===== src/hw/rom_pkg.sv =====
package rom_pkg;

	// SDRAM geometry, one bank in use
	typedef logic [12:0] row_t;
	typedef logic [8:0]  col_t;
	typedef logic [21:0] sdram_addr_t;  // Row above column

	typedef logic [15:0] word_t;
	typedef logic [15:0] port_addr_t;   // Word offset inside a port region
	typedef logic [1:0]  port_idx_t;

	// {cs_n, ras_n, cas_n, we_n}
	typedef logic [3:0] cmd_t;

	localparam cmd_t CMD_LOAD_MODE   = 4'b0000;
	localparam cmd_t CMD_AUTOREFRESH = 4'b0001;
	localparam cmd_t CMD_PRECHARGE   = 4'b0010;
	localparam cmd_t CMD_ACTIVATE    = 4'b0011;
	localparam cmd_t CMD_WRITE       = 4'b0100;
	localparam cmd_t CMD_READ        = 4'b0101;
	localparam cmd_t CMD_NOP         = 4'b0111;
	localparam cmd_t CMD_INHIBIT     = 4'b1000;  // Chip deselected

	typedef enum logic [1:0] {
		SLOT_READ    = 2'd0,
		SLOT_REFRESH = 2'd1,
		SLOT_WRITE   = 2'd2
	} slot_op_t;

	// What the next slot does, and for whom
	typedef struct packed {
		slot_op_t  op;
		port_idx_t port;  // Only meaningful for reads
	} slot_req_t;

	// Read result broadcast to all ports
	typedef struct packed {
		logic      valid;
		port_idx_t port;
		word_t     data;
	} rd_return_t;

	// Read slots per rotation, one refresh follows them
	localparam int ROT_LEN = 8;

	// Port 0 gets every other slot
	localparam port_idx_t SLOT_TABLE [ROT_LEN] = '{
		2'd0, 2'd1, 2'd0, 2'd2, 2'd0, 2'd1, 2'd0, 2'd3
	};

	// 64K words per port
	localparam sdram_addr_t REGION_BASE [4] = '{
		22'h00_0000,
		22'h01_0000,
		22'h02_0000,
		22'h03_0000
	};

	// Slot lengths in clock cycles
	localparam int READ_SLOT_CYC    = 8;
	localparam int WRITE_SLOT_CYC   = 7;
	localparam int REFRESH_SLOT_CYC = 14;

endpackage


===== src/hw/slot_scheduler.sv =====
module slot_scheduler #(
	parameter int N_PORTS = 4
) (
	input  logic               clk,
	input  logic               rst,
	input  logic               downloading,
	input  logic               wr_pending,
	input  logic               slot_done,
	output rom_pkg::slot_req_t next_slot,
	output logic [N_PORTS-1:0] slot_start
);

	localparam int IDX_W = $clog2(rom_pkg::ROT_LEN);
	localparam logic [IDX_W-1:0] LAST_IDX = IDX_W'(rom_pkg::ROT_LEN - 1);

	logic [IDX_W-1:0] idx;      // Position in SLOT_TABLE
	logic             refresh;  // Refresh slot is due next

	// Held level, sampled by the controller on slot_done
	always_comb begin
		if (downloading) begin
			if (wr_pending)
				next_slot.op = rom_pkg::SLOT_WRITE;
			else
				next_slot.op = rom_pkg::SLOT_REFRESH;  // Keeps rows alive while idle
			next_slot.port = '0;
		end else if (refresh) begin
			next_slot.op   = rom_pkg::SLOT_REFRESH;
			next_slot.port = '0;
		end else begin
			next_slot.op   = rom_pkg::SLOT_READ;
			next_slot.port = rom_pkg::SLOT_TABLE[idx];
		end
	end

	// Tell the port to freeze its address as its read slot begins
	always_comb begin
		slot_start = '0;
		if (slot_done && next_slot.op == rom_pkg::SLOT_READ)
			slot_start[next_slot.port] = 1'b1;
	end

	always_ff @(posedge clk) begin
		if (rst) begin
			idx     <= '0;
			refresh <= 1'b0;
		end else if (slot_done) begin
			if (downloading) begin
				// Reads resume with a refresh, then a full rotation
				idx     <= '0;
				refresh <= 1'b1;
			end else if (refresh) begin
				refresh <= 1'b0;
			end else if (idx == LAST_IDX) begin
				idx     <= '0;
				refresh <= 1'b1;  // One refresh per rotation
			end else begin
				idx <= idx + 1'b1;
			end
		end
	end

endmodule


===== config.mk =====
export PLATFORM = sky130hd
export DESIGN_NAME = slot_scheduler
export DESIGN_NICKNAME = d
export VERILOG_FILES = /design/src/hw/rom_pkg.sv /design/src/hw/slot_scheduler.sv
export SDC_FILE = /design/constraint.sdc
export NUM_CORES = 1
export LEC_CHECK = 0
export BUFFER_PORTS_ARGS = -buffer_cell sky130_fd_sc_hd__buf_2
export CAP_MARGIN = 20
export CORE_AREA = 2 2 39 41
export CTS_CLUSTER_DIAMETER = 80
export DETAILED_ROUTE_END_ITERATION = 6
export DIE_AREA = 0 0 41 43
export PLACE_DENSITY = 0.54
export SLEW_MARGIN = 10
export SYNTH_ARGS = -nofsm -noshare
export SYNTH_HDL_FRONTEND = slang
export SYNTH_SLANG_ARGS = --single-unit

===== constraint.sdc =====
create_clock -name clk -period 1.27 [get_ports clk]
set_input_delay 0.127 -clock clk [delete_from_list [all_inputs] [get_ports clk]]
set_output_delay 0.127 -clock clk [all_outputs]
set_load 0.02 [all_outputs]

After elaboration in Yosys (flattened, before gate mapping)
Memory sizes are Yosys's and may differ from the RTL's. Index checks and enable logic that the tools add are counted.

Word-level logic and storage cells: 28. Memories: 1. Bits in read-only memories: 16. Output and inout port bits: 8. Register bits after elaboration: 4. Bits of input ports: 5.

Multiplexer cells: 14. $lt $le $gt $ge: 3. Equality and inequality tests: 2. $add $sub $neg: 1. Bitwise gates (word level): 1. Reduce and logical (&&, ||, !) cells: 4.

Memories: (no name shown) (words 8, bits a word 2, rd ports 1, clocked after memory_dff 0, wr ports 0, line slot_scheduler.sv:32) `next_slot.port = rom_pkg::SLOT_TABLE[idx];`.

Operators by type and width (count): 3-bit two-way mux (4); 4-bit two-way mux (2); 2-bit two-way mux (3); 4-bit >= comparator (second input constant) (1); 1-bit two-way mux (4); 3-bit inverter with 4-bit output (1); 3-bit by 1-bit adder with 3-bit output (second input constant) (1); 3-bit equality test (second input constant) (1); 2-bit by 3-bit < comparator with 1-bit output (second input constant) (1); 1-bit demux with 2-bit select (1); 2-bit by 1-bit >= comparator with 1-bit output (second input constant) (1); 1-bit logical AND (2); 2-bit zero test (1); 2-bit != test (second input constant) (1); 2-bit AND reduction (1).

Longest topological paths before layout
Depth after elaboration: 11. Mapped depth: 5. Mapped depth without buffers: 5.

Worst setup path before layout
Ideal clock, no wire load.

Path kind: flip-flop to output port. Start point: reg idx[0]. End point: out slot_start[1]. Data required time: 1.143 ns. Slack: -0.240 ns. Cell stages (with the launch flop): 5. Arrival time: 1.383 ns. Path buffers: 0. Path through: dfxtp_1 ha_1 mux2i_1 nor3_2 nor3b_2.

RTL lines: start: declaration (line slot_scheduler.sv:16) `logic [IDX_W-1:0] idx;`; start signal: assignment (line slot_scheduler.sv:58) `idx <= idx + 1'b1;`; end: declaration (line slot_scheduler.sv:10) `output logic [N_PORTS-1:0] slot_start`.

Final worst setup path
Start point: reg idx[1]. End point: out slot_start[1].

Cells in the longest elaborated chain, start to end: 11. Elaborated cells between the ends (all ways): 12. Those cells by class: 2 x order compare; 7 x mux; 1 x bitwise; 1 x reduce/logical; 1 x memory.

Ends and longest elaborated chain: 3-bit inverter with 4-bit output (implied by the code) * (line slot_scheduler.sv:32); memory read 8 x 2 bit *; 2-bit two-way mux (implied by the code) * (2 in a row) (line slot_scheduler.sv:32); 3-bit two-way mux * (line slot_scheduler.sv:27) `end else if (refresh) begin`; 4-bit two-way mux * (line slot_scheduler.sv:21) `if (downloading) begin`; 2-bit by 3-bit < comparator with 1-bit output (implied by the code) or 2-bit by 1-bit >= comparator with 1-bit output (tied branches) (line slot_scheduler.sv:40) `slot_start[next_slot.port] = 1'b1;`; 1-bit logical AND (implied by the code) (line slot_scheduler.sv:40); 1-bit two-way mux (implied by the code) (line slot_scheduler.sv:40); 1-bit demux with 2-bit select * (line slot_scheduler.sv:40); 4-bit two-way mux * (line slot_scheduler.sv:39) `if (slot_done && next_slot.op == rom_pkg::SLOT_READ)`.

Mark *: on every way between the ends. The rest lies on a longest branch, timed or not. The select of a mux whose other input is x is not followed.

==> qor.csv <==
stage,metric,value,unit
global_routing,grt_busiest_layer,met2,
place,dpl.hpwl,610.2,µm
hold_path,hp-start,rst,
pwr,p_seq_share,33.8,%
place,io_buffers,12,
clock_network,clock_sinks,4,
global_routing,grt_antenna_before_repair,0,
global_routing,grt_use_met2,16.56,%
global_routing,grt_pass1_vias,311,
worst_setup_path,slowest_delay,0.31,ns
pwr,finalPower,0.4032,mW
global_routing,grt_overflow_total,0,
die,core-area,0.001384,mm²
worst_setup_path,worstPathRequired,1.14,ns
global_routing,grt_use_met3,1.571,%
die,dieArea,0.001763,mm²
worst_setup_path,slowest_stage,dfxtp_2,
cells_and_area,fill_cells,141,
timing,fin_crit_sh,118.5,%
die,start_util,21.34,%
drt,post_drt_wl_per_cell,9.526,µm
timing,fin_crit,1.505,ns
clock_network,clkTransAtPathRegs,0.04,ns
pwr,internal_power,0.2950,mW
worst_setup_path,worst_ep_arrival_time,1.38,ns
worst_setup_path,path_cells,inv_2 -> ha_4 -> mux2i_4 -> nor3_4 -> nor3b_4 -> buf_6,
drt,viasPerCell,4.333,
worst_setup_path,reg2reg_to,idx[0],
drt,totalWireLength,743,µm
place,pre_cts_slack,-0.03706,ns
pwr,p_comb_share,23.9,%
global_routing,grt_first_pass_wirelength,1186,µm
timing,skew,0.004466,ns
cells_and_area,diodes,0,
run_status,status,finished with violations,
yosys,synthesis.area,295.3,µm²
timing,maxSlewViolCount,0,
global_routing,grt_max_degree,8,
hold_path,min_delay_path_depth,2,
run,maxCapViolCount,0,
drt,drt_iter0_markers,0,
clock_network,cts_tree,done,
yosys,yosysWarnings,0,
hold_path,hp-class,input pin to register,
cells_and_area,nets,71,
pwr,vdd_drop_max,0.0003834,V
cells_and_area,utilization,41.59,%
pwr,pwr-share-clk,42.3,%
global_routing,grtUsageTotal,10.05,%
yosys,avgSynthCellArea,7.981,µm²
clock_network,cts_root_buf,clkbuf_4,
cells_and_area,syn2layout_area_growth,94.92,%
clock_network,clock_latency,0.23,ns
die,die_h,43,µm
worst_setup_path,ff2ff_setup_slack,0.04,ns
timing,setup_viol,6,
worst_setup_path,critPathBufInv,2,
drt,routed-via-count,338,
clock_network,clockBufferDepth,2,
worst_setup_path,worst-setup-path-type,register to output pin,
clock_network,htree_levels,1,
yosys,yosysSeqAreaShare,27.12,%
worst_setup_path,setup.worst_path.end_class,output pin,
timing,worst_pin_slew,0.2014,ns
worst_setup_path,crit_family,simple AND/OR/NAND/NOR gates,
run_status,violations,negative setup slack,
yosys,synth.net_count,45,
hold_path,hold_end,idx[0],
timing,setup_ws,-0.2351,ns
cells_and_area,drive_gt1_share,66.13,%
die,rows,14,
drt,drt-pass1-iter-count,1,
worst_setup_path,critPathMaxFanout,4,
timing,grt_setup_unrepaired,yes,
place,place.gp.congestion,0.7530,
worst_setup_path,reg2reg_from,idx[0],
yosys,ys_types,19,
drt,drc,0,
die,pin_count,13,
yosys,synth_seq_cells,4,
global_routing,grtUsageMet1,10.32,%
drt,antenna_left,0,
clock_network,cts_buffers,3,
die,die_w,41,µm
timing,max_freq,0.6644,GHz
timing,finalHoldViolCount,0,
timing,max-slew-margin-rel,86.43,%
pwr,switchingPower,0.1082,mW
pwr,powerDensity,700.6,mW/mm²
pwr,switching_share,26.83,%
worst_setup_path,start_kind,register,
yosys,syn_inst,37,
worst_setup_path,reg2reg_depth,6,
pwr,power.leakage,0.2446,nW
## kinds of logic (layout without fill, tap and decap cells)
logic type               count (synthesis)  after routing  synth area share, %
AND/OR/NAND/NOR                         18             18                38.56
AO/OA/AOI/OAI                            8              8                14.41
flip-flops                               4              4                27.12
adder cells (fa/ha/maj)                  3              3                12.71
buffers and inverters                    3             28                3.813
multiplexers                             1              1                3.390
## per-layer routing
metal  share of wire, %  up-vias
li1                   -      178
met1                 42      149
met2                 53       11
met3                4.6        0
met4                  0        0
met5                  0        -
## synthesized netlist by cell type (all sizes together)
cell    instances  area share [%]
o21ai           3             5.1
inv             3             3.8
a21oi           4             6.8
and2            2             4.2
nor3b           2             8.5
ha              3              13
mux2i           1             3.4
nor2b           1             2.1
a211oi          1             2.5
dfxtp           4              27
nand3           1             1.7
or3             1             3.8
nor3            2             5.1
nand2           2             2.5
nor2            5             6.4
nand2b          1             2.1
and3            1             2.1
## cell usage in the layout, fill, tap and decap left out, drive strengths merged
master  netlist  final
buf           0     21
nor2          5      5
a21oi         4      4
clkbuf        0      4
dfxtp         4      4
o21ai         3      3
inv           3      3
ha            3      3
and2          2      2
nand2         2      2
nor3          2      2
nor3b         2      2
mux2i         1      1
or3           1      1
and3          1      1
nand2b        1      1
nor2b         1      1
a211oi        1      1
nand3         1      1
## power by group through the flow
stage	combinational [mW]	sequential, mW	clock, mW
6_report	0.0962	0.136	0.171
5_1_grt	0.107	0.137	0.189
4_1_cts	0.0960	0.136	0.183
3_5_place_dp	0.0861	0.139	0
3_3_place_gp	0.0866	0.139	0
2_1_floorplan	0.0458	0.140	0
## state kept, by name, summed over array words and instances (netlist names)
signal   count
idx          3
refresh      1
## what timing repair did
action,in CTS,in global routing
hold buffers,0,0
setup endpoints to repair,7,9
gates resized for setup,13,4
pin swaps,1,3
gates cloned,0,0
setup buffers,1,0
## how the worst max path moves through the flow
stage | from | to | depth (start not counted) | slack, ns
finish | idx[1] | slot_start[1] | 6 | -0.24
global route | idx[1] | slot_start[1] | 6 | -0.33
CTS | idx[1] | slot_start[1] | 6 | -0.27
detailed placement | idx[0] | slot_start[1] | 5 | -0.04
global placement | idx[0] | slot_start[1] | 5 | -0.005
floorplan | idx[0] | slot_start[1] | 4 | -0.10
## metrics by stage
| stage | hold slack (ns) | instance area, µm² | instances | setup TNS (ns) |
|---|---|---|---|---|
| global route | 0.1005 | 575.6 | 78 | -1.630 |
| floorplan | 0.1864 | 344.1 | 37 | -0.1682 |
| global placement | 0.3476 | 484.2 | 73 | -0.004780 |
| detailed placement | 0.3373 | 484.2 | 73 | -0.05767 |
| CTS | 0.09525 | 564.3 | 78 | -1.280 |
| finish | 0.09968 | 575.6 | 78 | -1.137 |
## cell type report
cell class	count	area [µm²]	share of cell area, %
clock buffer	4	26.28	4.565
tap	16	20.02	3.478
timing repair buffer	21	161.4	28.04
multi-input combinational	30	271.5	47.17
sequential	4	85.08	14.78
inverter	3	11.26	1.957
(Power assumes the default switching activity.)
