[src/hw/rom_pkg.sv]
package rom_pkg;

	// SDRAM geometry, one bank in use
	typedef logic [12:0] row_t;
	typedef logic [8:0]  col_t;
	typedef logic [21:0] sdram_addr_t;  // Row above column

	typedef logic [15:0] word_t;
	typedef logic [15:0] port_addr_t;   // Word offset inside a port region
	typedef logic [1:0]  port_idx_t;

	// {cs_n, ras_n, cas_n, we_n}
	typedef logic [3:0] cmd_t;

	localparam cmd_t CMD_LOAD_MODE   = 4'b0000;
	localparam cmd_t CMD_AUTOREFRESH = 4'b0001;
	localparam cmd_t CMD_PRECHARGE   = 4'b0010;
	localparam cmd_t CMD_ACTIVATE    = 4'b0011;
	localparam cmd_t CMD_WRITE       = 4'b0100;
	localparam cmd_t CMD_READ        = 4'b0101;
	localparam cmd_t CMD_NOP         = 4'b0111;
	localparam cmd_t CMD_INHIBIT     = 4'b1000;  // Chip deselected

	typedef enum logic [1:0] {
		SLOT_READ    = 2'd0,
		SLOT_REFRESH = 2'd1,
		SLOT_WRITE   = 2'd2
	} slot_op_t;

	// What the next slot does, and for whom
	typedef struct packed {
		slot_op_t  op;
		port_idx_t port;  // Only meaningful for reads
	} slot_req_t;

	// Read result broadcast to all ports
	typedef struct packed {
		logic      valid;
		port_idx_t port;
		word_t     data;
	} rd_return_t;

	// Read slots per rotation, one refresh follows them
	localparam int ROT_LEN = 8;

	// Port 0 gets every other slot
	localparam port_idx_t SLOT_TABLE [ROT_LEN] = '{
		2'd0, 2'd1, 2'd0, 2'd2, 2'd0, 2'd1, 2'd0, 2'd3
	};

	// 64K words per port
	localparam sdram_addr_t REGION_BASE [4] = '{
		22'h00_0000,
		22'h01_0000,
		22'h02_0000,
		22'h03_0000
	};

	// Slot lengths in clock cycles
	localparam int READ_SLOT_CYC    = 8;
	localparam int WRITE_SLOT_CYC   = 7;
	localparam int REFRESH_SLOT_CYC = 14;

endpackage

[src/hw/rom_port.sv]
module rom_port #(
	parameter rom_pkg::sdram_addr_t BASE = '0,
	parameter rom_pkg::port_idx_t   IDX  = '0
) (
	input  logic                 clk,
	input  logic                 rst,
	input  rom_pkg::port_addr_t  addr,
	input  logic                 start,
	input  rom_pkg::rd_return_t  ret,
	output rom_pkg::sdram_addr_t req_addr,
	output rom_pkg::word_t       dout
);

	rom_pkg::port_addr_t lat_addr;  // Held for the whole slot

	// The client may change addr at any time, so the controller
	// only ever sees the copy taken when our slot begins
	always_ff @(posedge clk) begin
		if (rst)
			lat_addr <= '0;
		else if (start)
			lat_addr <= addr;
	end

	assign req_addr = BASE + rom_pkg::sdram_addr_t'(lat_addr);

	// Data broadcast goes to every port, keep only ours
	always_ff @(posedge clk) begin
		if (ret.valid && ret.port == IDX)
			dout <= ret.data;
	end

endmodule

[config.mk]
export PLATFORM = sky130hd
export DESIGN_NAME = rom_port
export DESIGN_NICKNAME = d
export VERILOG_FILES = /design/src/hw/rom_pkg.sv /design/src/hw/rom_port.sv
export SDC_FILE = /design/constraint.sdc
export NUM_CORES = 1
export LEC_CHECK = 0
export BUFFER_PORTS_ARGS = -buffer_cell sky130_fd_sc_hd__buf_2
export CAP_MARGIN = 40
export CORE_MARGIN = 4
export CORE_UTILIZATION = 25
export CTS_BUF_LIST = sky130_fd_sc_hd__clkbuf_2 sky130_fd_sc_hd__clkbuf_4 sky130_fd_sc_hd__clkbuf_8
export CTS_CLUSTER_SIZE = 30
export DETAILED_ROUTE_END_ITERATION = 8
export SLEW_MARGIN = 15
export SYNTH_ARGS = -nofsm -noshare
export SYNTH_HDL_FRONTEND = slang
export SYNTH_SLANG_ARGS = --single-unit
[constraint.sdc]
create_clock -name clk -period 6.7 [get_ports clk]
set_input_delay 1.675 -clock clk [delete_from_list [all_inputs] [get_ports clk]]
set_output_delay 1.675 -clock clk [all_outputs]
set_load 0.03 [all_outputs]
==> Word level (Yosys, flattened, before mapping) <==
Index checks and enable logic that the tools add are counted.
{ "classes": {"n_reduce_logical": 2} }
{ "ops": {"columns": ["operator", "count"], "rows": [
  ["zero test 2 bit", 1],
  ["logical AND 1 bit", 1]
]} }
{ "totals": {"in_bits": 38, "register_bits": 32, "output_inout_bits": 38, "wordCells": 4} }

==> Logic depth before layout (Yosys ltp) <==
Gate-level depths: netlist of run 1.
{ "depth": {"word_depth": 2, "ltp_mapped": 4, "depth_no_buf": 2} }

==> Least setup slack after synthesis of run 1 <==
No wires, ideal clock.
{ "synth_path": {"path_kind": "input to register", "startpoint": "input port ret[17] (netlist bit)", "endpoint": "register dout[0] (enable)", "setup_ps": 413, "cell_stages": 1, "t_arrival_ps": 2928, "required_ps": 6287, "setup_slack_ps": 3359, "n_path_buf": 0, "path_cell_list": "nor3b_1"} }
{ "synth_via": {"elab_chain_len": 2} }
{ "synth_lines": {"columns": ["element", "line_no", "source"], "rows": [
  ["from (decl)", "rom_port.sv:9", "input rom_pkg::rd_return_t ret,"],
  ["zero test 2 bit", "rom_port.sv:29", "if (ret.valid && ret.port == IDX)"],
  ["logical AND 1 bit", "rom_port.sv:29", null],
  ["to (signal assigned)", "rom_port.sv:30", "dout <= ret.data;"],
  ["to (decl)", "rom_port.sv:11", "output rom_pkg::word_t dout"]
]} }
No other way between the ends.
A chain may end at the register's enable or synchronous reset.

==> Final worst setup path of run 1 <==
{ "layout_path": {"startpoint": "input port ret[17] (netlist bit)", "endpoint": "register dout[14] (enable)"} }
The elaborated chain is that of the path after synthesis.

==> out/summary.md, run 1 <==
Worst path setup slack after routing: 4.102 ns. Counting both buffers and inverters, the worst setup path holds a total of 2. The tools report the residual DRC count as 0. For this block, the initial DRC count from the detailed router was 5.

OpenSTA, run right after detailed placement, puts the worst setup slack at 3.791 ns. The worst path needs 2.598 ns of the cycle, external delays included. The count of clock tree sinks was 32; the floorplan die width was 74.85 µm.

The logs give 54.54% for the worst max-slew margin expressed relative to the limit and 0 for the total of cells resized after clock tree synthesis. Number of I/O port buffers: 69. From bottom edge to top edge, the die measures 74.85 µm. The launch point of the critical path is ret[17].

Across all register-to-register paths, the minimum setup slack is 6.10 ns. Leaving out fill and tap cells, the most frequent cell in the layout is sky130_fd_sc_hd__buf_2. For this run, the slowest stage of the critical path takes 0.58 ns.

The slew at the pin closest to its max-slew limit was 0.6789 ns. The logs give 0 ns for the summed negative setup slack over all endpoints and 6.69 ns for the critical path data required time. The effective utilization at floorplan is 25.66%.

Post-CTS timing repair inserted 0 buffers for setup. Setup violations remaining at the end of the flow were counted as 0. Clock-pin slew was measured on the worst setup and hold paths at 0.06 ns. The routed layout has 779 vias. The power density over the cells was 291.0 mW/mm². The cell count after synthesis was 76. The number of antenna diodes in the final layout is 0. For this design the static power due to leakage is 0.7794 nW.

The tool flagged a number of max-cap violations equal to 0. The detail route stage leaves a number of antenna-violating nets equal to 0. The class of the tightest hold or removal check is flop to flop.

The final worst hold slack is 0.4859 ns, and the total grt overflow is 0. The worst setup path is of the input port to flop kind. IR analysis of the VDD net gives a maximum drop of 96.42 µV.

The number of primary I/O pins was 76. The fill cell total of the finished layout came out at 439. The flow ran to the end, and the final reports show no timing, DRC or antenna violations. In this run, synthesis produced a sequential element count of 32.

At the end of routability-driven placement, the weighted congestion stood at 0.6551. The max-slew violation total from the final report came out at 0. Share of cells above drive strength 1: 52.35%.

Share of the clock period used by the worst path: 38.78%. The CTS buffer count was 5. Dividing the detail-routed wire length by the instance count gives 11.74 µm. The share of the Yosys chip area taken by registers is 71.67%. STA classifies the critical path endpoint as a flop.

Entering global routing, the biggest net connects 17 pins. The number of global-route vias before repair is 710. The tools report the worst setup path endpoint as dout[14].

The relative area change from synthesis to final layout came out at 42.67%. Data on the critical path arrives at its endpoint at 2.58 ns. The worst-path maximum fanout was 9. The tools report the post-synthesis cell type count as 11. Setup repair after global routing left no endpoint under its margin. The multi-input combinational cells in the finished layout cover a total of 255.2 µm².

The number of antenna violations at the first check in global routing came out at 0. Walking the worst path, the cells encountered are buf_2, nor3b_2, buf_6. Row generation in the floorplan step produced 24 rows. The top cell types in the final layout, fill and taps aside, are sky130_fd_sc_hd__buf_2 (69), sky130_fd_sc_hd__mux2i_1 (16), sky130_fd_sc_hd__nor2_1 (16), sky130_fd_sc_hd__edfxtp_1 (16), sky130_fd_sc_hd__dfxtp_1 (16). The die covers 0.005603 mm². The final layout contains routed wiring with a total length of 2360 µm. The post-layout net count was 186; the total global routing track utilization was 8.322%.

A synthesized cell averages 14.70 µm². Origin of the critical flop-to-flop path: lat_addr[10]. Across the whole layout, storage elements account for 800.8 µm². For the final number of hold-violating endpoints, the log shows 0. Element type at the critical path start: an input port. The half-perimeter wire length after detailed placement came out at 1810 µm. For this run, the top clock speed supported by timing is 384.8 MHz. The critical path runs through a total of 3 cells.

In this design, the largest share of critical-path delay is due to simple AND/OR/NAND/NOR gates. The first global-routing pass estimated 3318 µm of wire. In this run the critical register-to-register path is captured at lat_addr[10].

The number of buffers inserted by hold repair at cts came out at 0. The post-detailed-route via-to-cell ratio is 3.876, and the placeable core area is 0.004354 mm². The post-synthesis instance area came out at 0.001117 mm². The final setup skew is 0 ns, and the number of cells on the worst reg-to-reg path is 2.

The later pin in the worst-skew pair is clocked with a latency of 0.27 ns. The maximum clock path buffer count is 2. In this run the clock root is driven by a sky130_fd_sc_hd__clkbuf_8. The H-tree generated during clock tree synthesis spans 2 levels. The tools report the number of warnings printed during yosys synthesis as 0. TritonCTS built the clock tree. For the first-pass iteration count of the detailed router, the log shows 4. On the critical path, the stage with the largest delay is an instance of sky130_fd_sc_hd__nor3b_2.
[layout make-up]
type | instances | area share, %
repair buffers | 70 | 22.37
well taps | 52 | 4.082
clock inverters | 2 | 2.119
flip-flops and latches | 32 | 50.24
clock buffers | 6 | 5.181
multi-input cells | 39 | 16.01
[stage by stage]
step                      cell area [µm²]  instances  util [%]   power, W
after floorplan                      1136         81         -  0.0002665
final                                1594        201     36.61  0.0004639
after CTS                            1594        201     36.61  0.0004733
after global routing                 1594        201     36.61  0.0004884
after detailed placement             1478        193     33.94  0.0002848
after global placement               1466        192     33.68  0.0002838
[power breakdown]
group,leakage [nW],switching [W],internal [W]
combinational,0.441,0.0000395,0.0000204
sequential,0.279,0.00000335,0.000216
clock,0.0588,0.0000646,0.000120
[tightest hold or removal path, delay by kind of cell, from the launching register on]
| family | cells | cell delay [ns] |
|---|---|---|
| multiplexers | 1 | 0.06 |
| flip-flops | 1 | 0.32 |
| AND/OR/NAND/NOR | 1 | 0.07 |
[cell usage after synthesis]
cell                       instances  share of area [%]
sky130_fd_sc_hd__dfxtp_1          16                 29
sky130_fd_sc_hd__edfxtp_1         16                 43
sky130_fd_sc_hd__mux2i_1          16                 14
sky130_fd_sc_hd__nor2_1           16                5.4
sky130_fd_sc_hd__buf_4             6                4.0
sky130_fd_sc_hd__buf_1             1               0.34
sky130_fd_sc_hd__buf_12            1                1.8
sky130_fd_sc_hd__buf_2             1               0.45
sky130_fd_sc_hd__buf_6             1                1.0
sky130_fd_sc_hd__conb_1            1               0.34
sky130_fd_sc_hd__nor3b_1           1               0.67
[worst min-delay path by stage]
stage	startpoint	end	slack, ns	depth (start not counted)
3_5_place_dp	lat_addr[11]	lat_addr[11]	0.48	2
3_3_place_gp	lat_addr[9]	lat_addr[9]	0.47	2
2_1_floorplan	lat_addr[0]	lat_addr[0]	0.63	2
4_1_cts	lat_addr[11]	lat_addr[11]	0.49	2
5_1_grt	lat_addr[11]	lat_addr[11]	0.52	2
6_report	lat_addr[11]	lat_addr[11]	0.49	2
[cells by family (layout without fill, tap and decap cells)]
family / after synthesis / count (layout) / synth area share, %
AND/OR/NAND/NOR: 17 / 17 / 6.047
buffers and inverters: 10 / 78 / 7.614
other: 1 / 6 / 0.3356
flip-flops: 32 / 32 / 71.67
multiplexers: 16 / 16 / 14.33
[state kept, by name, indices dropped and copies added, names as in the netlist]
| name | flops |
|---|---|
| dout | 16 |
| lat_addr | 16 |
[per-layer routing]
| metal | global-route usage, % | up-vias | wire length [µm] |
|---|---|---|---|
| met1 | 10.10 | 333 | 932 |
| met4 | 5.929 | 0 | 31 |
| met5 | 0 | - | 0 |
| li1 | - | 388 | - |
| met3 | 3.872 | 4 | 435 |
| met2 | 11.51 | 54 | 961 |
Note: power is estimated with default switching activity, not from simulation.
==> inputs of run 2 (changes only) <==
- clock period: 6.7 -> 2.42 ns (I/O delays scaled with it)
==> run 2 against run 1 <==
Against the previous run:
- count of clock-buffer cells in the layout unchanged
- cell area decreased by 0.55%
- utilization decreased by 0.20 points
- flip-flop and latch count unchanged
- global-route usage increased by 0.26 points
==> out/summary.md, run 2 (same netlist as run 1, synthesis figures left out) <==
The number of buffers inserted by hold repair at cts is 0 (unchanged). The master cell of the clock root buffer was sky130_fd_sc_hd__clkbuf_8 (unchanged). The tools report the area of all sequential standard cells as 800.8 µm² (unchanged).

The antenna violation net count after detailed routing was 0 (unchanged); the residual DRC count was 0 (unchanged). For the DRC marker count from the first detailed-route iteration, the log shows 17 (was 5). The power density over the cells is 802.4 mW/mm² (was 291.0 mW/mm²).

Worst-path maximum fanout: 1 (was 9). The share of cells above drive strength 1 was 53.02% (was 52.35%); the maximum clock path buffer count was 2 (unchanged). The run gives 2419 µm (was 2360 µm) as the detailed-route wire length.

The type of destination of the critical path is a primary output (was a flop). The effective utilization at floorplan is 25.66% (unchanged). The cell with the largest stage delay on the worst path was sky130_fd_sc_hd__edfxtp_1 (was sky130_fd_sc_hd__nor3b_2). The fill cell total of the finished layout is 437 (was 439), and the summed area of non-filler cells in the final layout is 0.001585 mm² (was 0.001594 mm²). The worst path setup slack after routing is 0.9932 ns (was 4.102 ns), and the number of rows created at floorplan is 24 (unchanged). Critical path class: flop to primary output (was input port to flop). The insertion delay of the later-clocked pin in the worst-skew pair was 0.27 ns (about the same). The number of placed instances with taps included was 193 (unchanged); the clock transition at the register clock pins on the worst setup and hold paths after CTS was 0.06 ns (about the same). The portion of total power attributed to the clock network is 39.1% (was 39.7%), and the final setup skew is 0 ns (unchanged). The CTS H-tree depth came out at 2 (unchanged). The final number of hold-violating endpoints came out at 0 (unchanged).

The tools report the final weighted congestion in routability-driven placement as 0.6180 (was 0.6551). The placeable core area was 0.004354 mm² (unchanged). Summed negative setup slack over all endpoints: 0 ns (unchanged). Class of the tightest hold or removal check: flop to flop (unchanged). Post-detailed-route via-to-cell ratio: 4.080 (was 3.876).

Setup repair after global routing left no endpoint under its margin. For the number of global-route vias before repair, the log shows 748 (was 710). TritonCTS built the clock tree.

Post-CTS setup-driven buffer insertion count: 0 (unchanged). Relative area change from synthesis to final layout: 41.88% (was 42.67%). The first-pass GRT wire length is 3450 µm (was 3318 µm). For the total via count after detailed routing, the log shows 820 (was 779).

The dominant delay contributor by cell family on the critical path is flip-flops (was simple AND/OR/NAND/NOR gates). The die span in y was 74.85 µm (unchanged). The number of primary I/O pins was 76 (unchanged); the count of clock tree sinks was 32 (unchanged). The sequential group share of total power was 47.8% (was 47.4%); the first-pass iteration count of the detailed router was 5 (was 4).

The post-layout net count was 186 (unchanged). The run gives 13.0% (was 12.9%) as the share of power burned in combinational logic. The area of the die is 0.005603 mm² (unchanged).

For the internal power contribution, the log shows 0.0009712 W (was 0.0003563 W). The switching power total is 0.0003008 W (was 0.0001075 W), and the total of cells resized after clock tree synthesis is 0 (unchanged). Max-slew violation total from the final report: 0 (unchanged). Worst path cell trace: buf_2 (was buf_2, nor3b_2, buf_6).

The run gives 17 (unchanged) as the pin count of the biggest net entering global routing. The number of antenna violations at the first check in global routing came out at 0 (unchanged). The run finished with clean final reports. The switching part of the total is 23.65% (was 23.18%). For the data arrival time of the worst path, the log shows 0.82 ns (was 2.58 ns).

Subtracting the final worst setup slack from the clock period gives 1.427 ns. The peak per-stage delay on the critical path was 0.37 ns (was 0.58 ns); the cell area reported after detailed placement was 0.001474 mm² (was 0.001478 mm²). Total global routing track utilization: 8.583% (was 8.322%). The run gives 1.81 ns (was 6.69 ns) as the critical path data required time. The highest achievable clock rate is 700.8 MHz.

The number of buffer and inverter instances along the worst setup path is 1 (was 2), and the maximum VDD drop is 250.2 µV (was 96.42 µV). The floorplan die width came out at 74.85 µm (unchanged). Leading cell type in the layout, fill and taps excluded: sky130_fd_sc_hd__buf_2 (unchanged).

The combined area of the multi-input logic cells was 255.2 µm² (unchanged); the number of violations of the max-capacitance limit was 0 (unchanged). The CTS buffer count came out at 5 (unchanged). Element type at the critical path start: a flop (was an input port). The total grt overflow is 0 (unchanged), and the mean routed wirelength per cell is 12.03 µm (was 11.74 µm). Most frequent cells in the layout: sky130_fd_sc_hd__buf_2 (69), sky130_fd_sc_hd__mux2i_1 (16), sky130_fd_sc_hd__nor2_1 (16), sky130_fd_sc_hd__edfxtp_1 (16), sky130_fd_sc_hd__dfxtp_1 (16) (unchanged). The run gives 0.9526 ns (was 3.791 ns) as the worst setup slack after placement.

Count of inserted antenna diode cells: 0 (unchanged). Largest registers ranked by flip-flop count: dout x16, lat_addr x16 (unchanged). The number of I/O port buffers works out to 69 (unchanged). Final setup violation count: 0 (unchanged). Dividing the final minimum period by the clock period gives 58.96%. The logs give 201 (unchanged) for the non-filler instance count after layout and 0.7784 nW (was 0.7794 nW) for the leakage power summed over all cells.
## run 2: path summary, 6_finish.rpt
| kind | startpoint | to | slack (ns) | cells past startpoint |
|---|---|---|---|---|
| setup / recovery | dout[1] | dout[1] | 0.99 | 1 |
| hold reg to reg | lat_addr[5] | lat_addr[5] | 0.49 | 2 |
| hold / removal | lat_addr[5] | lat_addr[5] | 0.49 | 2 |
| setup reg to reg | lat_addr[1] | lat_addr[1] | 1.81 | 2 |
## run 2: layer usage
metal / global-route usage, % / vias to the layer above / wire length [µm]
met3: 4.673 / 6 / 401
met2: 12.67 / 59 / 1046
met4: 4.743 / 0 / 46
met5: 0 / - / 0
li1: - / 389 / -
met1: 9.877 / 366 / 924
## run 2: cell type report
type | count | share of cell area (%)
clock buffers | 6 | 4.815
multi-input cells | 39 | 16.10
well taps | 52 | 4.104
clock inverters | 2 | 2.210
flip-flops and latches | 32 | 50.51
repair buffers | 70 | 22.26
## run 2: power groups by stage
stage,Combinational [W],Clock [W],Sequential [W]
final,0.000166,0.000498,0.000608
after global routing,0.000180,0.000549,0.000611
after CTS,0.000169,0.000524,0.000609
after detailed placement,0.000169,0,0.000620
after global placement,0.000166,0,0.000620
after floorplan,0.0000587,0,0.000679
## run 2: stage by stage
stage | power [W] | hold slack, ns | utilization, %
after floorplan | 0.0007377 | 0.6344 | -
after global placement | 0.0007859 | 0.4703 | 33.85
after detailed placement | 0.0007888 | 0.4775 | 33.85
after CTS | 0.001302 | 0.4914 | 36.41
after global routing | 0.001340 | 0.4830 | 36.41
final | 0.001272 | 0.4869 | 36.41
