<file path="src/hw/rom_pkg.sv">
package rom_pkg;

	// SDRAM geometry, one bank in use
	typedef logic [12:0] row_t;
	typedef logic [8:0]  col_t;
	typedef logic [21:0] sdram_addr_t;  // Row above column

	typedef logic [15:0] word_t;
	typedef logic [15:0] port_addr_t;   // Word offset inside a port region
	typedef logic [1:0]  port_idx_t;

	// {cs_n, ras_n, cas_n, we_n}
	typedef logic [3:0] cmd_t;

	localparam cmd_t CMD_LOAD_MODE   = 4'b0000;
	localparam cmd_t CMD_AUTOREFRESH = 4'b0001;
	localparam cmd_t CMD_PRECHARGE   = 4'b0010;
	localparam cmd_t CMD_ACTIVATE    = 4'b0011;
	localparam cmd_t CMD_WRITE       = 4'b0100;
	localparam cmd_t CMD_READ        = 4'b0101;
	localparam cmd_t CMD_NOP         = 4'b0111;
	localparam cmd_t CMD_INHIBIT     = 4'b1000;  // Chip deselected

	typedef enum logic [1:0] {
		SLOT_READ    = 2'd0,
		SLOT_REFRESH = 2'd1,
		SLOT_WRITE   = 2'd2
	} slot_op_t;

	// What the next slot does, and for whom
	typedef struct packed {
		slot_op_t  op;
		port_idx_t port;  // Only meaningful for reads
	} slot_req_t;

	// Read result broadcast to all ports
	typedef struct packed {
		logic      valid;
		port_idx_t port;
		word_t     data;
	} rd_return_t;

	// Read slots per rotation, one refresh follows them
	localparam int ROT_LEN = 8;

	// Port 0 gets every other slot
	localparam port_idx_t SLOT_TABLE [ROT_LEN] = '{
		2'd0, 2'd1, 2'd0, 2'd2, 2'd0, 2'd1, 2'd0, 2'd3
	};

	// 64K words per port
	localparam sdram_addr_t REGION_BASE [4] = '{
		22'h00_0000,
		22'h01_0000,
		22'h02_0000,
		22'h03_0000
	};

	// Slot lengths in clock cycles
	localparam int READ_SLOT_CYC    = 8;
	localparam int WRITE_SLOT_CYC   = 7;
	localparam int REFRESH_SLOT_CYC = 14;

endpackage

</file>
<file path="src/hw/crc32.sv">
module crc32 (
	input  logic           clk,
	input  logic           rst,
	input  logic           crc_en,
	input  rom_pkg::word_t data,
	output logic [31:0]    crc_out
);

	// 0x04C11DB7 bit reversed
	localparam logic [31:0] POLY_REFL = 32'hedb8_8320;

	logic [31:0] crc;

	// LSB first, low byte before high byte
	function automatic logic [31:0] crc_step(
		input logic [31:0]    c,
		input rom_pkg::word_t d
	);
		logic [31:0] r;
		r = c;
		for (int i = 0; i < $bits(rom_pkg::word_t); i++) begin
			if (r[0] ^ d[i])
				r = (r >> 1) ^ POLY_REFL;
			else
				r = r >> 1;
		end
		return r;
	endfunction

	always_ff @(posedge clk) begin
		if (rst)
			crc <= '1;  // Standard preset
		else if (crc_en)
			crc <= crc_step(crc, data);
	end

	assign crc_out = ~crc;  // Final inversion

endmodule

</file>
<file path="config.mk">
export PLATFORM = sky130hd
export DESIGN_NAME = crc32
export DESIGN_NICKNAME = d
export VERILOG_FILES = /design/src/hw/rom_pkg.sv /design/src/hw/crc32.sv
export SDC_FILE = /design/constraint.sdc
export NUM_CORES = 1
export LEC_CHECK = 0
export BUFFER_PORTS_ARGS = -buffer_cell sky130_fd_sc_hd__buf_4
export CAP_MARGIN = 20
export CORE_MARGIN = 3
export CORE_UTILIZATION = 40
export CTS_CLUSTER_SIZE = 24
export DETAILED_ROUTE_END_ITERATION = 7
export GPL_TIMING_DRIVEN = 0
export SLEW_MARGIN = 20
export SYNTH_ARGS = -nofsm -noshare
export SYNTH_HDL_FRONTEND = slang
export SYNTH_SLANG_ARGS = --single-unit
</file>
<file path="constraint.sdc">
create_clock -name clk -period 7.5 [get_ports clk]
set_input_delay 1.5 -clock clk [delete_from_list [all_inputs] [get_ports clk]]
set_output_delay 1.5 -clock clk [all_outputs]
set_load 0.005 [all_outputs]
</file>
### After elaboration in Yosys (flattened, before gate mapping)

Cells that the tools add are included.

* muxes and demuxes: 46
* bitwise gates (word level): 33

Operators with widths (count)
* 32-bit 2-to-1 mux: 46
* 13-bit inverter with 14-bit output: 16
* 32-bit inverter: 1
* 1-bit XOR: 16

* bits in registers: 32
* input port bits: 19
* output and inout port bits: 32
* logic and storage cells: 80

### Depth between registers and ports, before layout

Gate-level depths: netlist of run 1.

* depth in word-level cells: 62
* mapped depth: 7
* mapped depth without buffers: 7

### Least setup slack after synthesis of run 1

OpenSTA, ideal clock, no wires.

* kind: input to register
* start point: input port data[2]
* end point: register crc[26]
* setup time: 0.058 ns
* arrival: 3.638 ns
* required time: 7.442 ns
* setup slack: 3.804 ns
* stages on the path: 7
* path buffers: 0
* path through: xnor2_1 -> xnor3_1 -> xor2_2 -> xor2_1 -> xor3_1 -> a21oi_1 -> or2_1

* cells in the longest elaborated chain, start to end: 46
* elaborated cells on any way between the ends: 51
* classes of those cells: mux (40); bitwise (11)

RTL lines
* from (decl): line crc32.sv:5 `input rom_pkg::word_t data,`
* 1-bit XOR *: line crc32.sv:22 `if (r[0] ^ d[i])`
* 32-bit 2-to-1 mux *: line crc32.sv:22
* 32-bit 2-to-1 mux *: line crc32.sv:33 `else if (crc_en)`
* 32-bit 2-to-1 mux *: line crc32.sv:31 `if (rst)`
* 32-bit 2-to-1 mux *: line crc32.sv:22
* 32-bit 2-to-1 mux *: line crc32.sv:33
* 32-bit 2-to-1 mux *: line crc32.sv:31
* 32-bit 2-to-1 mux *: line crc32.sv:22
* [30 not listed]
* 32-bit 2-to-1 mux *: line crc32.sv:33
* 32-bit 2-to-1 mux *: line crc32.sv:31
* branches (longest 1 deep; another with 1-bit XOR)
* 32-bit 2-to-1 mux *: line crc32.sv:22
* 32-bit 2-to-1 mux *: line crc32.sv:33
* 32-bit 2-to-1 mux *: line crc32.sv:31
* 13-bit inverter with 14-bit output (no source line)
* 32-bit 2-to-1 mux *: line crc32.sv:22
* to (signal assigned): line crc32.sv:34 `crc <= crc_step(crc, data);`
* to (decl): line crc32.sv:12 `logic [31:0] crc;`

Mark *: on every way between the ends. The select of a mux whose other input is x is not followed.
A chain may end at the register's enable or synchronous reset.

### Worst setup path after layout of run 1

Same ends and word-level chain as after synthesis.

==> results of run 1 <==
-- cell families after synthesis --
| kind of cell | count (synthesis) | share of synthesized area [%] |
|---|---|---|
| xor+xnor | 134 | 54.7 |
| compound gates | 26 | 7.21 |
| mux | 1 | 0.365 |
| flops | 32 | 23.4 |
| simple gates | 48 | 8.44 |
| buf+inv | 43 | 5.93 |
-- synth_stat cells --
cell      number
xnor2_1       83
inv_1         34
dfxtp_1       32
xor2_1        22
nand2_1       19
o211ai_1      16
xnor2_2       13
xnor3_1        8
nor2_1         7
a211o_1        6
clkbuf_1       6
nor3_1         6
and3_1         3
nor2b_1        3
nor3b_1        3
xnor2_4        3
buf_1          2
nand3_1        2
nand3b_1       2
o21ai_0        2
or3_1          2
xor2_2         2
a21oi_1        1
buf_2          1
mux2i_1        1
o311a_1        1
or2_1          1
xnor3_2        1
xor3_1         1
xor3_2         1
-- cell usage in the layout (no fill, tap or decap), drive strengths merged --
cell type | synthesis | layout
nor2b | 3 | 3
xor2 | 24 | 24
xor3 | 2 | 2
o211ai | 16 | 16
a211o | 6 | 6
a21oi | 1 | 1
inv | 34 | 34
or3 | 2 | 2
nor2 | 7 | 7
xnor2 | 99 | 99
nand3b | 2 | 2
or2 | 1 | 1
dfxtp | 32 | 32
nand2 | 19 | 19
o21ai | 2 | 2
buf | 3 | 52
nand3 | 2 | 2
nor3b | 3 | 3
o311a | 1 | 1
mux2i | 1 | 1
and3 | 3 | 3
xnor3 | 9 | 9
nor3 | 6 | 6
clkbuf | 6 | 14
-- cell type report --
cell class	instances	share of cell area, %
buffer	9	1.06
clock buffer	8	2.73
inverter	34	3.87
multi-input combinational	209	58.8
sequential	32	19.4
tap	77	2.92
timing repair buffer	49	11.2
-- per-layer routing --
metal / part of all wire [%] / wire (um) / track usage (%) / up-vias
met3: 4.4 / 290 / 3.72 / 6
met1: 50 / 3280 / 25.1 / 931
met2: 45 / 2980 / 29.5 / 48
met4: 0.82 / 54 / 3.85 / 0
li1: - / - / - / 1008
met5: 0 / 0 / 0 / -
-- per-stage QoR --
| step | instance area, sq um | hold slack (ns) |
|---|---|---|
| final | 3300 | 0.492 |
| after floorplan | 2740 | 0.442 |
| after global routing | 3300 | 0.535 |
| after global placement | 3210 | 0.463 |
| after CTS | 3300 | 0.498 |
| after detailed placement | 3210 | 0.479 |
-- critical path, delay by kind of cell --
kind	cells	cell delay, ns
buffers and inverters	1	0.12
AO/OA/AOI/OAI	1	0.15
XOR/XNOR	5	2.19
AND/OR/NAND/NOR	1	0.11
-- worst min path at each step --
stage,cells past startpoint,from,end
after detailed placement,2,crc[18]$_SDFFE_PP1P_,crc[18]$_SDFFE_PP1P_
final,2,crc[18]$_SDFFE_PP1P_,crc[18]$_SDFFE_PP1P_
after floorplan,2,crc[18]$_SDFFE_PP1P_,crc[18]$_SDFFE_PP1P_
after global routing,2,crc[18]$_SDFFE_PP1P_,crc[18]$_SDFFE_PP1P_
after global placement,2,crc[18]$_SDFFE_PP1P_,crc[18]$_SDFFE_PP1P_
after CTS,2,crc[18]$_SDFFE_PP1P_,crc[18]$_SDFFE_PP1P_
==> impl_metrics.csv, run 1 <==
group,metric,value,unit
cells_and_area,fin_cells,418,
worst_setup_path,rr_worst_depth,7,
worst_setup_path,rr_endpoint,"crc[18]$_SDFFE_PP1P_",
grt,grt_pass1_wl,10600,um
place,dp_slack,3.33,ns
logic_synthesis,syn_avg_cell_area,9.65,sq um
grt,first_global_vias,2108,
cells_and_area,multi_input_area,1940,sq um
worst_setup_path,crit_type,"in -> reg",
worst_setup_path,r2r_slack,4.62,ns
logic_synthesis,synth_cells,284,
grt,overflow,0,
logic_synthesis,netlist_area,2740,sq um
cells_and_area,regMostFlops,"crc",
drt,ant_nets,0,
logic_synthesis,synth_nets,303,
cells_and_area,drive_gt1_share,22.3,%
clock_network,clk_latency,0.29,ns
drt,first_iter_violations,74,
clock_network,cts_sinks,32,
drt,totalWireLength,6600,um
logic_synthesis,synth_area_leader_cell,"xnor2_1",
logic_synthesis,yosysWarnings,0,
job,drv_cap,0,
floorplanning,die_w,88.8,um
sta,worst_slew_pin_slew,0.674,ns
sta,finalSetupTns,0,ns
sta,grt_setup_unrepaired,"false",
clock_network,cts_max_level,2,
drt,viasPerCell,4.77,
logic_synthesis,synth-seq-cells,32,
place,dp_cells,410,
drt,dr.pass1.iters,4,
floorplanning,die_area,7880,sq um
sta,slew_headroom,54.8,%
logic_synthesis,synthTopCellsByArea,"xnor2_1 (27%), dfxtp_1 (23%), xnor2_2 (7.7%), xor2_1 (7.0%), xnor3_1 (6.6%)",
floorplanning,num_rows,29,
grt,track_usage,18.2,%
clock_network,cts_resized,0,
cells_and_area,area_growth,20.2,%
place,hpwlAfterDp,5150,um
drt,route.detailed.drc,0,
worst_setup_path,startpoint_type,"input pin",
floorplanning,die_h,88.8,um
cells_and_area,num-fill-cells,633,
worst_setup_path,crit_path_max_fanout,4,
drt,wire_per_inst,15.8,um
logic_synthesis,synth_seq_area_share,23.4,%
sta,post-route-period-util,51.3,%
logic_synthesis,ys_types,30,
sta,finalWorstSetupSlack,3.65,ns
floorplanning,ios,51,
sta,hold_viol,0,
sta,maxSlewViolCount,0,
sta,fin_crit,3.85,ns
logic_synthesis,yosys.area.top_type_share,26.5,%
sta,setup_viol,0,
clock_network,cts_buffer_depth,2,
clock_network,cts_root_buf,"clkbuf_8",
clock_network,post_cts_buffers,0,
worst_setup_path,arrival,4.08,ns
cells_and_area,largest_reg_flops,32,
grt,grt_max_degree,11,
sta,skew,0.00284,ns
outcome,outcome,"complete, no violations",
cells_and_area,top_regs,"crc (32)",
clock_network,cts_buffers,5,
sta,fmax,260,MHz
grt,antenna_found_initial,0,
place,place_congestion,0.836,
worst_setup_path,slowest_stage,"xnor3_1",
worst_setup_path,critPathMaxStageDelay,0.63,ns
drt,vias,1993,
clock_network,path_clk_slew,0.07,ns
cells_and_area,final_nets,359,
worst_setup_path,endpoint_kind,"register",
worst_setup_path,crit_path_cell_trace,"buf_4 > xnor2_1 > xnor3_1 > xor2_2 > xor2_1 > xor3_1 > a21oi_1 > or2_1",
place,portBuffers,49,
clock_network,cts_tree,"built",
floorplanning,start_util,42.2,%
worst_setup_path,critPathRequiredTime,7.73,ns
worst_setup_path,cp-endpoint,"crc[26]$_SDFFE_PP1P_",
worst_setup_path,r2r-start,"crc[1]$_SDFFE_PP1P_",
cells_and_area,antenna_cells,0,
cells_and_area,final_core_util,50.7,%
worst_setup_path,critPathLaunch,"data[2]",
clock_network,hold_buffers,0,
floorplanning,core_region_area,6490,sq um
cells_and_area,regArea,641,sq um
worst_hold_path,hp-class,"reg -> reg",
Power of run 1 is not shown: default switching activity piles up to over one toggle a cycle in this logic, so the estimate is an artifact.
==> run 2, diff against run 1 <==
- ABC_AREA: unset -> 1
- clock period: 7.5 -> 3.6 ns (I/O delays scaled with it)
==> run 2 against run 1 <==
  * Count of clock-buffer cells in the layout down 2
  * Wire length increased by 85%
  * Cell count up 85%
  * Design area is 25% higher
  * Worst hold slack worse by 0.019 ns
  * Worst setup slack lost 2.6 ns
  * Via count is 100% higher
  * Global-route usage grew 6.4 points
  * Largest cell class unchanged
==> impl_metrics.csv, run 2 <==
group,metric,value,unit
logic_synthesis,synth_cells,612,
logic_synthesis,synth-seq-cells,32,
grt,first_global_vias,3669,
grt,grt_max_degree,11,
logic_synthesis,synth_most_common_cell,"nand2_1",
logic_synthesis,yosysWarnings,0,
worst_setup_path,startpoint_type,"input pin",
logic_synthesis,ys_types,29,
clock_network,cts_resized,0,
floorplanning,ios,51,
cells_and_area,drive_gt1_share,20.2,%
drt,dr.pass1.iters,5,
place,hpwlAfterDp,9540,um
sta,setup_viol,0,
worst_setup_path,endpoint_kind,"register",
clock_network,clk_latency,0.30,ns
sta,whs,0.474,ns
worst_setup_path,crit_type,"in -> reg",
drt,totalWireLength,12200,um
cells_and_area,multi_input_area,2570,sq um
drt,first_iter_violations,293,
logic_synthesis,synth_area_leader_cell,"nand2_1",
worst_setup_path,r2r_slack,1.28,ns
cells_and_area,num-fill-cells,940,
place,place_congestion,0.939,
sta,worst_slew_pin_slew,0.696,ns
logic_synthesis,syn_avg_cell_area,5.81,sq um
sta,skew,0.0107,ns
floorplanning,start_util,42.2,%
drt,vias,4008,
logic_synthesis,async_flop_share,0,%
cells_and_area,area_growth,16.2,%
worst_setup_path,critPathRequiredTime,3.78,ns
clock_network,cts_buffer_depth,2,
drt,route.detailed.drc,0,
cells_and_area,top_regs,"crc (32)",
clock_network,cts_buffers,5,
job,drv_cap,0,
drt,ant_nets,0,
worst_hold_path,min_to,"crc[27]$_SDFFE_PP1P_",
sta,grt_setup_unrepaired,"false",
floorplanning,die_h,100,um
floorplanning,die_area,10100,sq um
worst_setup_path,arrival,2.68,ns
sta,maxSlewViolCount,0,
clock_network,cts_max_level,2,
clock_network,cts_sinks,32,
worst_setup_path,r2r-start,"crc[1]$_SDFFE_PP1P_",
clock_network,post_cts_buffers,0,
floorplanning,core_region_area,8420,sq um
logic_synthesis,synthTopCellsByArea,"nand2_1 (24%), dfxtp_1 (18%), nand3_1 (13%), xor2_1 (12%), nand2_2 (6.5%)",
sta,finalSetupTns,0,ns
worst_setup_path,rr_endpoint,"crc[22]$_SDFFE_PP1P_",
cells_and_area,largest_reg_flops,32,
cells_and_area,layout_common_cells,"nand2_1 (224), nand3_1 (93), inv_1 (56), buf_4 (50), xor2_1 (47)",
grt,antenna_found_initial,0,
floorplanning,num_rows,33,
cells_and_area,final_nets,687,
logic_synthesis,synth_ff_type,"dfxtp_1",
grt,grt_pass1_wl,19100,um
grt,track_usage,24.6,%
cells_and_area,final_common_cell,"nand2_1",
clock_network,cts_root_buf,"clkbuf_8",
worst_hold_path,hold_start,"crc[27]$_SDFFE_PP1P_",
sta,fin_crit,2.50,ns
sta,fmax,400,MHz
grt,overflow,0,
worst_setup_path,rr_worst_depth,14,
cells_and_area,regArea,641,sq um
logic_synthesis,synth_nets,631,
clock_network,path_clk_slew,0.07,ns
sta,slew_headroom,53.6,%
worst_hold_path,hp-class,"reg -> reg",
outcome,outcome,"complete, no violations",
clock_network,cts_tree,"built",
logic_synthesis,synth_seq_area_share,18.0,%
drt,viasPerCell,5.18,
sta,hold_viol,0,
logic_synthesis,yosys.area.top_type_share,23.6,%
cells_and_area,regMostFlops,"crc",
floorplanning,die_w,100,um
sta,post-route-period-util,69.4,%
drt,wire_per_inst,15.8,um
logic_synthesis,synth-edff-count,0,
logic_synthesis,netlist_area,3560,sq um
worst_setup_path,crit_path_max_fanout,7,
clock_network,hold_buffers,0,
cells_and_area,antenna_cells,0,
place,portBuffers,49,
logic_synthesis,synth_top_cells_by_count,"nand2_1 (224), nand3_1 (93), inv_1 (56)",
worst_hold_path,holdPathStages,2,
==> run 2: layout make-up <==
cell class	instances	share of cell area, %
Tap cell	105	3.18
Inverter	76	7.02
Sequential cell	32	15.5
Multi-Input combinational cell	493	62.2
Clock inverter	1	0.121
Clock buffer	6	1.75
Timing Repair Buffer	49	8.90
Buffer	11	1.30
==> run 2: through the flow <==
stage | instance area, sq um | utilization, % | cells | setup WS, ns
finish | 4140 | 49.1 | 773 | 1.10
floorplan | 3560 | - | 612 | 1.55
global route | 4140 | 49.1 | 773 | 1.01
CTS | 4140 | 49.1 | 773 | 1.15
detailed placement | 4060 | 48.2 | 766 | 0.837
global placement | 4060 | 48.2 | 766 | 0.886
==> run 2: how the worst max path moves through the flow <==
stage,start,endpoint,slack [ns]
floorplan,data[1],crc[25]$_SDFFE_PP1P_,1.55
global placement,data[1],crc[15]$_SDFFE_PP1P_,0.89
detailed placement,data[1],crc[22]$_SDFFE_PP1P_,0.84
CTS,data[1],crc[22]$_SDFFE_PP1P_,1.15
global route,data[1],crc[22]$_SDFFE_PP1P_,1.01
finish,data[1],crc[22]$_SDFFE_PP1P_,1.10
==> run 2: logic make-up after synthesis <==
logic type,Yosys count,share of synthesized area [%]
xor+xnor,58,14.5
flops,32,18.0
compound gates,49,7.10
simple gates,386,50.7
buf+inv,87,9.67
==> run 2: critical path: stages <==
cell and delay, ns:
buf_4 0.13, inv_2 0.05, nand2_1 0.04, nand2_1 0.24
nand2_1 0.15, nand2_4 0.17, nor2_1 0.10, nor2_4 0.27
nand3_1 0.11, nand2_1 0.25, nand3_1 0.15, nand3_1 0.12
nand2_1 0.06, nand2_1 0.07, nand2_1 0.06
==> run 2: metal layers <==
layer / up-vias / part of all wire (%) / track usage [%]
met5: - / 0 / 0
met2: 143 / 46 / 41.5
met3: 15 / 6.9 / 3.96
li1: 2034 / - / -
met4: 0 / 1.6 / 6.01
met1: 1816 / 46 / 32.8
Power of run 2 is left out for the same reason.
==> run 3, diff against run 2 <==
- ABC_AREA: 1 -> 0
- clock period: 3.6 -> 2.3 ns (I/O delays scaled with it)
==> run 3 against run 2 <==
  * Utilization grew 13 points
  * Worst setup slack lost 1.1 ns
  * Cell count shrank 41%
  * Sequential share of layout area grew 0.76 points
  * Wire length shrank 40%
  * Critical path type is now reg -> reg
  * Global-route usage shrank 5.6 points
  * Via count shrank 45%
  * The flow now finishes with violations (negative setup slack)
  * Largest cell class unchanged
  * First-iteration DRC count shrank 67%
==> impl_metrics.csv, run 3 (synthesis results as in run 1) <==
group,metric,value,unit
grt,gr-usage-met3,3.45,%
place,dpl_cell_area,3290,sq um
worst_setup_path,crit_type,"reg -> reg",
place,dp_slack,-0.529,ns
grt,grtUsageMet1,25.3,%
clock_network,path_clk_slew,0.07,ns
job,drv_cap,0,
sta,finalWorstSetupSlack,-0.0265,ns
floorplanning,ios,51,
worst_setup_path,critPathLaunch,"crc[3]$_SDFFE_PP1P_",
cells_and_area,largest_reg_flops,32,
worst_setup_path,cpMostUsedCell,"xnor2_4",
worst_setup_path,crit_family,"XOR/XNOR gates",
worst_setup_path,critPathMaxStageDelay,0.60,ns
clock_network,cts_root_buf,"clkbuf_8",
floorplanning,num_rows,29,
place,dp_cells,410,
drt,vias,2200,
worst_hold_path,hp-class,"in -> reg",
grt,track_usage,19.0,%
clock_network,hold_buffers,0,
floorplanning,core_region_area,6490,sq um
grt,use_met2,32.2,%
worst_setup_path,crit_path_max_fanout,6,
floorplanning,die_w,88.8,um
cells_and_area,final_common_cell,"buf_4",
worst_setup_path,critPathRequiredTime,2.48,ns
grt,grt_max_degree,11,
floorplanning,start_util,42.2,%
drt,route.detailed.drc,0,
grt,overflow,0,
sta,setup_viol,2,
grt,antenna_found_initial,0,
cells_and_area,top_regs,"crc (32)",
drt,viasPerCell,4.82,
cells_and_area,area_growth,46.6,%
place,portBuffers,49,
cells_and_area,regMostFlops,"crc",
sta,post-route-period-util,101,%
clock_network,cts_tree,"built",
grt,grt.busiest_layer,"met2",
cells_and_area,drive_gt1_share,38.3,%
worst_setup_path,slowest_stage,"xor3_2",
sta,skew,0.00652,ns
worst_hold_path,hold_start,"rst",
outcome,violations,"negative setup slack",
drt,dr.pass1.iters,4,
drt,wire_per_inst,16.1,um
outcome,outcome,"finished, violations left",
clock_network,cts_sinks,32,
sta,fmax,430,MHz
sta,grt_setup_unrepaired,"true",
sta,worst_slew_pin_slew,0.692,ns
drt,totalWireLength,7340,um
drt,first_iter_violations,96,
worst_setup_path,endpoint_kind,"register",
place,hpwlAfterDp,5140,um
worst_setup_path,startpoint_type,"register",
worst_setup_path,arrival,2.50,ns
place,place_congestion,0.885,
clock_network,cts_max_level,2,
cells_and_area,stdcell_area,4020,sq um
cells_and_area,fin_cells,456,
sta,fin_crit,2.33,ns
worst_setup_path,r2r-start,"crc[3]$_SDFFE_PP1P_",
floorplanning,die_h,88.8,um
worst_setup_path,path_buf_inv,1,
clock_network,clk_latency,0.29,ns
sta,hold_viol,0,
sta,maxSlewViolCount,0,
cells_and_area,antenna_cells,0,
grt,grt_pass1_wl,10900,um
drt,ant_nets,0,
cells_and_area,layout_common_cells,"buf_4 (84), xnor2_1 (68), inv_1 (34), dfxtp_1 (26), xnor2_4 (22)",
floorplanning,die_area,7880,sq um
grt,first_global_vias,2109,
clock_network,cts_buffers,5,
worst_setup_path,crit_path_cell_trace,"xnor2_4 > buf_6 > xnor2_4 > xor3_2 > xnor2_4 > xor2_2 > nor3b_1 > nor3_2",
cells_and_area,final_nets,397,
clock_network,cts_buffer_depth,2,
sta,slew_headroom,53.9,%
-- run 3: changes by cell type in the layout (fill, tap and decap cells not counted), sizes merged, moves of 13 or more --
cell	previous run	this run
nand2	269	19
xnor2	10	99
inv	75	34
o211ai	3	16
a21oi	33	1
buf	53	90
xor2	48	24
nand3	100	2
-- run 3: metrics by stage --
stage / hold slack [ns] / setup TNS (ns) / util, %
6_report: 0.436 / -0.0430 / 61.9
5_1_grt: 0.433 / -0.522 / 61.9
4_1_cts: 0.423 / 0 / 58.8
3_5_place_dp: 0.467 / -8.76 / 50.7
3_3_place_gp: 0.458 / -8.69 / 50.7
2_1_floorplan: 0.442 / -0.138 / -
-- run 3: worst paths after layout --
path	end	slack [ns]	depth (start not counted)
worst max register to register	crc[24]$_SDFFE_PP1P_	-0.03	8
worst max-delay path	crc[24]$_SDFFE_PP1P_	-0.03	8
worst min-delay path	crc[21]$_SDFFE_PP1P_	0.44	2
worst min register to register	crc[18]$_SDFFE_PP1P_	0.48	2
-- run 3: per-layer routing --
metal / vias up / part of all wire (%)
li1: 1087 / -
met1: 1052 / 45
met2: 53 / 49
met3: 8 / 4.7
met4: 0 / 1.2
met5: - / 0
-- run 3: what timing repair did --
action                                  in CTS  in global routing
endpoints found under the setup margin      22                 18
hold endpoints to repair                     0                  0
pin swaps                                   21                 16
setup buffers                               27                 13
gates resized for setup                     25                 20
-- run 3: final cells by class --
class / count / area (sq um)
Sequential cell: 32 / 653
Buffer: 9 / 35.0
Timing Repair Buffer: 87 / 682
Tap cell: 77 / 96.3
Clock buffer: 8 / 90.1
Fill cell: 550 / 2480
Multi-Input combinational cell: 209 / 2330
Inverter: 34 / 128
Power of run 3 is left out for the same reason.
